==> src/dnc_shape_pkg.sv <==
//////////////////////////////////////////////////////////////////////
// Matrix dimension limits for the DNC read vector block
// Run-time size type and the buffer address types
//////////////////////////////////////////////////////////////////////

package dnc_shape_pkg;

  //////////////////////////////////////////////////////////////////////
  // Dimension limits
  //////////////////////////////////////////////////////////////////////

  // Memory rows, word width, read heads
  localparam int N_MAX = 8;
  localparam int W_MAX = 4;
  localparam int R_MAX = 2;

  // Buffer depths, one slot per element at full size
  localparam int M_DEPTH = N_MAX * W_MAX;
  localparam int W_DEPTH = R_MAX * N_MAX;

  //////////////////////////////////////////////////////////////////////
  // Types
  //////////////////////////////////////////////////////////////////////

  // Run-time dimension, 1 up to the limits above
  typedef logic [3:0] size_t;

  // Memory location: row j times W_MAX plus k
  typedef logic [$clog2(M_DEPTH)-1:0] m_addr_t;

  // Weight location: head i times N_MAX plus j
  typedef logic [$clog2(W_DEPTH)-1:0] w_addr_t;

endpackage

==> src/dnc_fixed_pkg.sv <==
//////////////////////////////////////////////////////////////////////
// Fixed-point formats of memory words, weights and accumulator
// Saturation limits and rounding constant of the result
//////////////////////////////////////////////////////////////////////

package dnc_fixed_pkg;

  //////////////////////////////////////////////////////////////////////
  // Operand and result formats
  //////////////////////////////////////////////////////////////////////

  // Signed Q4.12, also used for every read vector element
  typedef logic signed [15:0] mem_word_t;

  // Unsigned Q0.16
  typedef logic [15:0] weight_t;

  // Fraction bits dropped after the sum
  localparam int WEIGHT_FRAC = 16;

  // Room for N_MAX products of 32 bits plus sign
  typedef logic signed [39:0] acc_t;

  // Clamp range of mem_word_t
  localparam mem_word_t MEM_MAX = mem_word_t'(16'h7FFF);
  localparam mem_word_t MEM_MIN = mem_word_t'(16'h8000);

  // Half an output LSB, added before the shift
  localparam acc_t ROUND_HALF = acc_t'(2 ** (WEIGHT_FRAC - 1));

endpackage

==> src/dnc_matrix_buffer.sv <==
//////////////////////////////////////////////////////////////////////
// Single-port-write, single-port-read storage for one matrix
// Element type is a parameter, read data is registered
//////////////////////////////////////////////////////////////////////

module dnc_matrix_buffer #(
  parameter type elem_t = logic [15:0],
  parameter int  DEPTH  = dnc_shape_pkg::M_DEPTH
) (
  input  logic                     CLK,

  // Write side, one word per cycle
  input  logic                     WR_EN,
  input  logic [$clog2(DEPTH)-1:0] WR_ADDR,
  input  elem_t                    WR_DATA,

  // Read side, data one cycle after address
  input  logic [$clog2(DEPTH)-1:0] RD_ADDR,
  output elem_t                    RD_DATA
);

  //////////////////////////////////////////////////////////////////////
  // Storage
  //////////////////////////////////////////////////////////////////////

  // One slot per element at full size
  elem_t mem [DEPTH];

  //////////////////////////////////////////////////////////////////////
  // Write port
  //////////////////////////////////////////////////////////////////////

  // Loaded in stream order by the controller
  always_ff @(posedge CLK) begin
    if (WR_EN) begin
      mem[WR_ADDR] <= WR_DATA;
    end
  end

  //////////////////////////////////////////////////////////////////////
  // Read port
  //////////////////////////////////////////////////////////////////////

  // Registered read
  // Address may jump anywhere, the controller walks it in transposed order
  always_ff @(posedge CLK) begin
    RD_DATA <= mem[RD_ADDR];
  end

endmodule

==> src/dnc_mac_unit.sv <==
//////////////////////////////////////////////////////////////////////
// Pipelined multiply-accumulate for the read vectors
// Round half up and saturation of each finished sum
//////////////////////////////////////////////////////////////////////

module dnc_mac_unit (
  input  logic                    CLK,
  input  logic                    RST,

  // Operands, aligned with buffer read data
  input  logic                    OP_VALID,
  input  logic                    OP_FIRST,
  input  logic                    OP_LAST,
  input  dnc_fixed_pkg::mem_word_t MEM_WORD,
  input  dnc_fixed_pkg::weight_t   WEIGHT,

  // Finished results
  output dnc_fixed_pkg::mem_word_t R_OUT,
  output logic                    R_OUT_ENABLE,

  // Run completion
  input  logic                    DONE_LAST,
  output logic                    DONE
);

  import dnc_fixed_pkg::*;

  // Product stage
  acc_t prod_q;
  logic prod_valid_q;
  logic prod_first_q;
  logic prod_last_q;
  logic prod_done_q;

  // Accumulate stage
  acc_t acc_q;
  acc_t sum;
  acc_t rounded;
  mem_word_t clamped;

  //////////////////////////////////////////////////////////////////////
  // Stage 1, multiply
  //////////////////////////////////////////////////////////////////////

  // Weight widened with a zero sign bit, so the product stays signed
  always_ff @(posedge CLK) begin
    prod_q <= MEM_WORD * $signed({1'b0, WEIGHT});
  end

  // Flags follow the product
  always_ff @(posedge CLK or posedge RST) begin
    if (RST) begin
      prod_valid_q <= 1'b0;
      prod_first_q <= 1'b0;
      prod_last_q  <= 1'b0;
      prod_done_q  <= 1'b0;
    end else begin
      prod_valid_q <= OP_VALID;
      prod_first_q <= OP_FIRST;
      prod_last_q  <= OP_LAST;
      prod_done_q  <= DONE_LAST;
    end
  end

  //////////////////////////////////////////////////////////////////////
  // Stage 2, accumulate, round, clamp
  //////////////////////////////////////////////////////////////////////

  // First operand restarts the sum
  assign sum = prod_first_q ? prod_q : acc_q + prod_q;

  // Half up, then drop the weight fraction
  assign rounded = (sum + ROUND_HALF) >>> WEIGHT_FRAC;

  always_comb begin
    if (rounded > acc_t'(MEM_MAX)) begin
      clamped = MEM_MAX;
    end else if (rounded < acc_t'(MEM_MIN)) begin
      clamped = MEM_MIN;
    end else begin
      clamped = mem_word_t'(rounded);
    end
  end

  // Accumulator and result register
  always_ff @(posedge CLK) begin
    if (prod_valid_q) begin
      acc_q <= sum;
    end
    if (prod_valid_q && prod_last_q) begin
      R_OUT <= clamped;
    end
  end

  // One pulse per result, DONE on the final one
  always_ff @(posedge CLK or posedge RST) begin
    if (RST) begin
      R_OUT_ENABLE <= 1'b0;
      DONE         <= 1'b0;
    end else begin
      R_OUT_ENABLE <= prod_valid_q && prod_last_q;
      DONE         <= prod_valid_q && prod_last_q && prod_done_q;
    end
  end

endmodule

==> src/dnc_read_controller.sv <==
//////////////////////////////////////////////////////////////////////
// Controller of the read vector block
// FSM, load counters, transposed-order fetch and completion
//////////////////////////////////////////////////////////////////////

module dnc_read_controller (
  input  logic                     CLK,
  input  logic                     RST,

  // Run control and sizes
  input  logic                     START,
  input  dnc_shape_pkg::size_t     SIZE_R_IN,
  input  dnc_shape_pkg::size_t     SIZE_N_IN,
  input  dnc_shape_pkg::size_t     SIZE_W_IN,

  // Source streams
  input  dnc_fixed_pkg::mem_word_t M_IN,
  input  logic                     M_IN_ENABLE,
  input  dnc_fixed_pkg::weight_t   W_IN,
  input  logic                     W_IN_ENABLE,

  // Buffer write ports
  output logic                     M_WR_EN,
  output dnc_shape_pkg::m_addr_t   M_WR_ADDR,
  output dnc_fixed_pkg::mem_word_t M_WR_DATA,
  output logic                     W_WR_EN,
  output dnc_shape_pkg::w_addr_t   W_WR_ADDR,
  output dnc_fixed_pkg::weight_t   W_WR_DATA,

  // Buffer read addresses
  output dnc_shape_pkg::m_addr_t   M_RD_ADDR,
  output dnc_shape_pkg::w_addr_t   W_RD_ADDR,

  // MAC side
  output logic                     OP_VALID,
  output logic                     OP_FIRST,
  output logic                     OP_LAST,
  output logic                     DONE_LAST,
  input  logic                     MAC_DONE,
  output logic                     READY
);

  import dnc_shape_pkg::*;

  typedef enum logic [1:0] {
    idle_st,
    load_st,
    compute_st,
    drain_st
  } state_t;

  state_t state;

  // Last index of each dimension, sampled at START
  size_t r_last;
  size_t n_last;
  size_t w_last;

  // Load counters, memory j/k and weight i/j
  size_t m_j;
  size_t m_k;
  size_t w_i;
  size_t w_j;
  logic  m_done;
  logic  w_done;
  logic  m_take;
  logic  w_take;

  // Compute counters, head i, column k, row j
  size_t c_i;
  size_t c_k;
  size_t c_j;
  logic  fetch_last;
  logic  fetch_final;

  assign m_take = (state == load_st) && M_IN_ENABLE && !m_done;
  assign w_take = (state == load_st) && W_IN_ENABLE && !w_done;

  assign fetch_last  = (c_j == n_last);
  assign fetch_final = fetch_last && (c_k == w_last) && (c_i == r_last);

  // Transpose by walking M down column k
  assign M_RD_ADDR = m_addr_t'(c_j * W_MAX + c_k);
  assign W_RD_ADDR = w_addr_t'(c_i * N_MAX + c_j);

  //////////////////////////////////////////////////////////////////////
  // FSM and counters
  //////////////////////////////////////////////////////////////////////

  always_ff @(posedge CLK or posedge RST) begin
    if (RST) begin
      state  <= idle_st;
      r_last <= '0;
      n_last <= '0;
      w_last <= '0;
      m_j    <= '0;
      m_k    <= '0;
      w_i    <= '0;
      w_j    <= '0;
      m_done <= 1'b0;
      w_done <= 1'b0;
      c_i    <= '0;
      c_k    <= '0;
      c_j    <= '0;
      READY  <= 1'b0;
    end else begin
      READY <= 1'b0;
      case (state)
        idle_st: begin
          // START elsewhere is ignored
          if (START) begin
            r_last <= SIZE_R_IN - size_t'(1);
            n_last <= SIZE_N_IN - size_t'(1);
            w_last <= SIZE_W_IN - size_t'(1);
            m_j    <= '0;
            m_k    <= '0;
            w_i    <= '0;
            w_j    <= '0;
            m_done <= 1'b0;
            w_done <= 1'b0;
            c_i    <= '0;
            c_k    <= '0;
            c_j    <= '0;
            state  <= load_st;
          end
        end
        load_st: begin
          // Memory words, k inner
          if (m_take) begin
            if (m_k == w_last) begin
              m_k <= '0;
              if (m_j == n_last) m_done <= 1'b1;
              else m_j <= m_j + size_t'(1);
            end else begin
              m_k <= m_k + size_t'(1);
            end
          end
          // Weights, j inner
          if (w_take) begin
            if (w_j == n_last) begin
              w_j <= '0;
              if (w_i == r_last) w_done <= 1'b1;
              else w_i <= w_i + size_t'(1);
            end else begin
              w_j <= w_j + size_t'(1);
            end
          end
          // Flags are registered, last write lands before the first read
          if (m_done && w_done) state <= compute_st;
        end
        compute_st: begin
          // One fetch per cycle, j inner, then k, then i
          if (fetch_last) begin
            c_j <= '0;
            if (c_k == w_last) begin
              c_k <= '0;
              if (c_i == r_last) state <= drain_st;
              else c_i <= c_i + size_t'(1);
            end else begin
              c_k <= c_k + size_t'(1);
            end
          end else begin
            c_j <= c_j + size_t'(1);
          end
        end
        drain_st: begin
          // READY one cycle after the final result
          if (MAC_DONE) begin
            READY <= 1'b1;
            state <= idle_st;
          end
        end
        default: state <= idle_st;
      endcase
    end
  end

  //////////////////////////////////////////////////////////////////////
  // Buffer writes and MAC flags
  //////////////////////////////////////////////////////////////////////

  // Stream word goes to its fixed-stride slot
  always_ff @(posedge CLK) begin
    M_WR_ADDR <= m_addr_t'(m_j * W_MAX + m_k);
    M_WR_DATA <= M_IN;
    W_WR_ADDR <= w_addr_t'(w_i * N_MAX + w_j);
    W_WR_DATA <= W_IN;
  end

  // Delayed one cycle to meet the buffer read data
  always_ff @(posedge CLK or posedge RST) begin
    if (RST) begin
      M_WR_EN   <= 1'b0;
      W_WR_EN   <= 1'b0;
      OP_VALID  <= 1'b0;
      OP_FIRST  <= 1'b0;
      OP_LAST   <= 1'b0;
      DONE_LAST <= 1'b0;
    end else begin
      M_WR_EN   <= m_take;
      W_WR_EN   <= w_take;
      OP_VALID  <= (state == compute_st);
      OP_FIRST  <= (state == compute_st) && (c_j == '0);
      OP_LAST   <= (state == compute_st) && fetch_last;
      DONE_LAST <= (state == compute_st) && fetch_final;
    end
  end

endmodule

==> src/dnc_read_vectors.sv <==
//////////////////////////////////////////////////////////////////////
// DNC read vectors, r(i,k) = sum over j of M(j,k) w(i,j)
// Controller, memory and weight buffers, MAC unit
//////////////////////////////////////////////////////////////////////

module dnc_read_vectors (
  input  logic                     CLK,
  input  logic                     RST,

  // Control
  input  logic                     START,
  output logic                     READY,

  // Sizes, sampled at START
  input  dnc_shape_pkg::size_t     SIZE_R_IN,
  input  dnc_shape_pkg::size_t     SIZE_N_IN,
  input  dnc_shape_pkg::size_t     SIZE_W_IN,

  // Memory stream, row-major
  input  dnc_fixed_pkg::mem_word_t M_IN,
  input  logic                     M_IN_ENABLE,

  // Weight stream, head-major
  input  dnc_fixed_pkg::weight_t   W_IN,
  input  logic                     W_IN_ENABLE,

  // Read vectors, head-major
  output dnc_fixed_pkg::mem_word_t R_OUT,
  output logic                     R_OUT_ENABLE
);

  import dnc_shape_pkg::*;
  import dnc_fixed_pkg::*;

  //////////////////////////////////////////////////////////////////////
  // Internal wires
  //////////////////////////////////////////////////////////////////////

  // Memory buffer
  logic      m_wr_en;
  m_addr_t   m_wr_addr;
  mem_word_t m_wr_data;
  m_addr_t   m_rd_addr;
  mem_word_t m_rd_data;

  // Weight buffer
  logic      w_wr_en;
  w_addr_t   w_wr_addr;
  weight_t   w_wr_data;
  w_addr_t   w_rd_addr;
  weight_t   w_rd_data;

  // MAC control
  logic op_valid;
  logic op_first;
  logic op_last;
  logic done_last;
  logic mac_done;

  //////////////////////////////////////////////////////////////////////
  // Instances
  //////////////////////////////////////////////////////////////////////

  dnc_read_controller controller (
    .CLK         (CLK),
    .RST         (RST),
    .START       (START),
    .SIZE_R_IN   (SIZE_R_IN),
    .SIZE_N_IN   (SIZE_N_IN),
    .SIZE_W_IN   (SIZE_W_IN),
    .M_IN        (M_IN),
    .M_IN_ENABLE (M_IN_ENABLE),
    .W_IN        (W_IN),
    .W_IN_ENABLE (W_IN_ENABLE),
    .M_WR_EN     (m_wr_en),
    .M_WR_ADDR   (m_wr_addr),
    .M_WR_DATA   (m_wr_data),
    .W_WR_EN     (w_wr_en),
    .W_WR_ADDR   (w_wr_addr),
    .W_WR_DATA   (w_wr_data),
    .M_RD_ADDR   (m_rd_addr),
    .W_RD_ADDR   (w_rd_addr),
    .OP_VALID    (op_valid),
    .OP_FIRST    (op_first),
    .OP_LAST     (op_last),
    .DONE_LAST   (done_last),
    .MAC_DONE    (mac_done),
    .READY       (READY)
  );

  // Memory matrix, read back in transposed order
  dnc_matrix_buffer #(
    .elem_t (mem_word_t),
    .DEPTH  (M_DEPTH)
  ) memory_buffer (
    .CLK     (CLK),
    .WR_EN   (m_wr_en),
    .WR_ADDR (m_wr_addr),
    .WR_DATA (m_wr_data),
    .RD_ADDR (m_rd_addr),
    .RD_DATA (m_rd_data)
  );

  // Read weightings
  dnc_matrix_buffer #(
    .elem_t (weight_t),
    .DEPTH  (W_DEPTH)
  ) weight_buffer (
    .CLK     (CLK),
    .WR_EN   (w_wr_en),
    .WR_ADDR (w_wr_addr),
    .WR_DATA (w_wr_data),
    .RD_ADDR (w_rd_addr),
    .RD_DATA (w_rd_data)
  );

  dnc_mac_unit mac_unit (
    .CLK          (CLK),
    .RST          (RST),
    .OP_VALID     (op_valid),
    .OP_FIRST     (op_first),
    .OP_LAST      (op_last),
    .MEM_WORD     (m_rd_data),
    .WEIGHT       (w_rd_data),
    .R_OUT        (R_OUT),
    .R_OUT_ENABLE (R_OUT_ENABLE),
    .DONE_LAST    (done_last),
    .DONE         (mac_done)
  );

endmodule

==> config.mk <==
export PLATFORM = sky130hd
export DESIGN_NAME = dnc_read_vectors
export DESIGN_NICKNAME = d
export VERILOG_FILES = /design/src/dnc_shape_pkg.sv /design/src/dnc_fixed_pkg.sv /design/src/dnc_matrix_buffer.sv /design/src/dnc_mac_unit.sv /design/src/dnc_read_controller.sv /design/src/dnc_read_vectors.sv
export SDC_FILE = /design/constraint.sdc
export NUM_CORES = 2
export LEC_CHECK = 0
export ABC_AREA = 1
export ABC_CLOCK_PERIOD_IN_PS = 15100
export BUFFER_PORTS_ARGS = -buffer_cell sky130_fd_sc_hd__buf_4
export CORE_UTILIZATION = 40
export DETAILED_ROUTE_END_ITERATION = 6
export SLEW_MARGIN = 20
export SYNTH_ARGS = -nofsm -noshare
export SYNTH_HDL_FRONTEND = slang
export SYNTH_SLANG_ARGS = --single-unit
==> constraint.sdc <==
create_clock -name CLK -period 15.1 [get_ports CLK]
set_input_delay 3.775 -clock CLK [delete_from_list [all_inputs] [get_ports CLK]]
set_output_delay 3.775 -clock CLK [all_outputs]
set_load 0.01 [all_outputs]
==> impl_results.md <==
* Status: finished clean
* RD Place Congestion at 0.9022
* Reg2reg end: mac_unit.prod_q[30]
* Die W at 356.5 um
* PortBufs at 66
* Clock Power Share at 45.2%
* GRT Overall Usage at 20.06%
* I/O pin count at 67
* DRC viols at 0
* Post-cts resize count at 0
* Fin cells at 6492
* Slew @ Worst Pin at 1.124 ns
* CTS Buffer Depth at 3
* Die Area at 127100 um2
* Worst setup SP type: flop
* Pre-antenna DRT Iters at 7
* Cell Rows at 129
* Hold Buf Count CTS at 0
* RSZ-0062 raised after global routing: false
* Global-route wire length before repair at 196500 um
* Core area at 124100 um2
* Share of cells above drive strength 1 at 10.08%
* Share of the synthesized area in the top cell type at 49.24%
* Area grow syn2layout at 11.37%
* Initial antenna violation count at 3
* Period utilization at 42.24%
* Synth area leader: edfxtp_1
* Largest delay share family, worst path: adder cells
* Switch share at 20.44%
* WP buf/inv at 3
* # Post-CTS Setup Buffers at 0
* Synth warn at 0
* HPWL after detailed placement at 79700 um
* Worst Hold Path EP: mac_unit.prod_first_q
* R2R Setup Slk at 8.72 ns
* H-tree levels at 3
* Worst setup startpoint: memory_buffer.RD_DATA[1]
* Syn Nets at 5168
* Worst vdd ir at 0.1041 mV
* WL per Instance at 19.52 um
* Fillers at 11430
* Worst skew pair latency at 0.72 ns
* Critical Path Sink Type: flop
* Layout Nets at 5191
* Total grt overflow at 0
* Max Cap Viol at 0
* Sequential area share after synthesis at 56.30%
* Synth area leaders: edfxtp_1, fa_1, nand2_1
* Sequential Power Share at 54.1%
* Cell count after synthesis at 4742
* Internal power at 4.359 mW
* Vias in the first global route at 33370
* CTS tree: done
* Die Height at 356.5 um
* Max Clock Skew at 0.03990 ns
* R2r startpoint: memory_buffer.RD_DATA[1]
* Most common cell on crit path: fa_1
* Slowest stage delay, CP at 0.76 ns
* Setup TNS at 0 ns
* Post-route minimum period at 6.378 ns
* # placed instances at 6297
* Leak at 22.68 nW
* Cell Pwr Density at 97.90 nW/um2
* R2R cell count at 22
* Vias at 33830
* Syn avg cell area at 10.60 um2
* Fin. Hold Viols at 0
* Clock-pin slew on the worst setup and hold paths at 0.06 ns
* Min-Delay Path Depth at 0
* Relative slew slack at 24.99%
* Total CTS buffers at 103
* DRT Wirelength at 126700 um
* CP max-delay cell: dfxtp_1
* Critical path required time at 15.70 ns
* Register bit total from synthesis at 987
* Worst setup path category: reg -> reg
* Largest net degree at the start of global routing at 112
* Hold Crit Class: reg -> reg
* Crit path DAT at 6.98 ns
* Initial Utilization at 40.49%
* Synth Cell Area at 50260 um2
* Drt first-iter violations at 2906
* Psw at 1.120 mW
* Critical path, cell by cell: nand2_1 > fa_1 > fa_1 > fa_1 > fa_1 > inv_1 > fa_1 > inv_1 > fa_1 > inv_1 > ha_1 > a21oi_1 > a21boi_0 > o21ai_1 > a21boi_0 > o21bai_1 > a21oi_1 > o21ai_1 > nand3_1 > nand2_1 > nand2_1 > nand2_1
* Fmax at 156.8 MHz
* Clk sink count at 987
* Final max-slew violation count at 0
* Max FO, Critical Path at 16
* Library cells used by synthesis at 58
* Final Setup Violations at 0
* Hold Path Origin: controller.OP_FIRST
* Clock root buffer: clkbuf_16
* Via-per-instance ratio at 5.211
* DRT antenna net count at 0
* Logic pwr share at 0.7%
[synthesized netlist by cell type (all sizes together)]
library cell and instances:
o221ai 132, xnor2 40, nor4b 2, o21a 5, edfxtp 824, o21bai 3, ha 180, dfxtp 106
xor2 55, buf 14, and3 2, nand3 168, o211ai 3, nor3 17, dfrtp 57, nor4 4
a32oi 14, and2 2, nor3b 2, a211oi 2, and3b 1, or2 29, fa 197, o31ai 4
o22ai 62, o2111ai 1, a21boi 4, nand3b 3, o21ai 483, nand4 19, clkbuf 212, nor2 625
a31oi 21, a21oi 71, inv 618, a2111o 1, a21o 1, nand2 753, clkinv 5
[through the flow]
step | hold slack (ns) | total power, mW | util [%] | area (um2) | setup WS [ns]
floorplan | 0.3312 | 3.028 | - | 50260 | 9.193
global placement | 0.3350 | 3.059 | 42.38 | 52610 | 8.793
detailed placement | 0.3354 | 3.060 | 42.39 | 52610 | 8.689
CTS | 0.3494 | 5.529 | 45.07 | 55940 | 8.719
global route | 0.3569 | 5.638 | 45.09 | 55970 | 8.309
finish | 0.3463 | 5.480 | 45.09 | 55970 | 8.722
[cell usage in the layout (no fill, tap or decap), types with 41 or more instances in the layout]
cell type / synthesis / routed
a21oi_1: 71 / 71
nand3_1: 152 / 152
nand2_2: 44 / 44
dfxtp_1: 106 / 103
dfrtp_1: 57 / 52
nor2_1: 599 / 570
edfxtp_1: 824 / 824
xor2_1: 53 / 53
o21ai_0: 477 / 477
ha_1: 180 / 179
o221ai_1: 132 / 132
o22ai_1: 62 / 62
clkbuf_16: 0 / 107
buf_4: 0 / 144
inv_1: 601 / 596
nand2_1: 702 / 702
fa_1: 197 / 197
nor2_2: 17 / 41
[cell type report]
type,count,area (um2),area share [%]
Multi-Input combinational cell,2906,18850,33.68
Antenna cell,2,5.005,0.008942
Inverter,623,2349,4.196
Sequential cell,987,28310,50.58
Timing Repair Buffer,144,1081,1.932
Clock inverter,55,451.7,0.8070
Tap cell,1637,2048,3.660
Clock buffer,138,2874,5.135
[per-layer routing]
layer  global-route usage, %  vias to the layer above  wire length, um
met5                       0                        -               12
met4                   5.854                        2             2852
met2                   32.74                      932            59400
li1                        -                    16050                -
met1                   27.86                    16670            57370
met3                   2.752                      174             7113
[worst reg2reg max path, stage by stage (launching register included)]
cell	delay (ns)
dfxtp_1	0.76
nand2_1	0.18
fa_1	0.54
fa_1	0.59
fa_1	0.46
fa_1	0.55
inv_1	0.05
fa_1	0.48
inv_1	0.05
fa_1	0.47
inv_1	0.04
ha_1	0.34
a21oi_1	0.16
a21boi_0	0.33
o21ai_1	0.20
a21boi_0	0.31
o21bai_1	0.14
a21oi_1	0.23
o21ai_1	0.15
nand3_1	0.11
nand2_1	0.05
nand2_1	0.06
nand2_1	0.05
[registers in the layout (all words and copies together), names as in the netlist, 5 cells and up]
register               count
mac_unit.prod_q           33
memory_buffer.mem        512
memory_buffer.RD_DATA     16
mac_unit.acc_q            40
controller.W_WR_DATA      16
controller.M_WR_ADDR       5
weight_buffer.RD_DATA     16
controller.M_WR_DATA      16
mac_unit.R_OUT            16
weight_buffer.mem        256
[power by group through the flow]
stage                     sequential (mW)  clock [mW]  combinational (mW)
after global routing                 2.96        2.63              0.0417
after detailed placement             3.02           0              0.0390
after global placement               3.02           0              0.0385
final                                2.96        2.48              0.0387
after floorplan                      3.02           0             0.00460
after CTS                            2.96        2.53              0.0391
[kinds of logic after synthesis]
logic type / after synthesis / synth area share (%)
AOI/OAI and AO/OA: 807 / 9.498
adders and majority gates: 377 / 12.33
xor gates and xnor gates: 95 / 1.686
DFF: 987 / 56.30
and+or+nand+nor: 1627 / 13.77
buffers and inverters: 849 / 6.423
[worst max path at each step]
stage                          end  cells after the start  slack, ns
2_1_floorplan  mac_unit.prod_q[30]                     24       9.19
3_3_place_gp   mac_unit.prod_q[30]                     22       8.79
3_5_place_dp   mac_unit.prod_q[30]                     22       8.69
4_1_cts        mac_unit.prod_q[30]                     22       8.72
5_1_grt        mac_unit.prod_q[30]                     22       8.31
6_report       mac_unit.prod_q[30]                     22       8.72
Power figures use the tool's default switching activity.
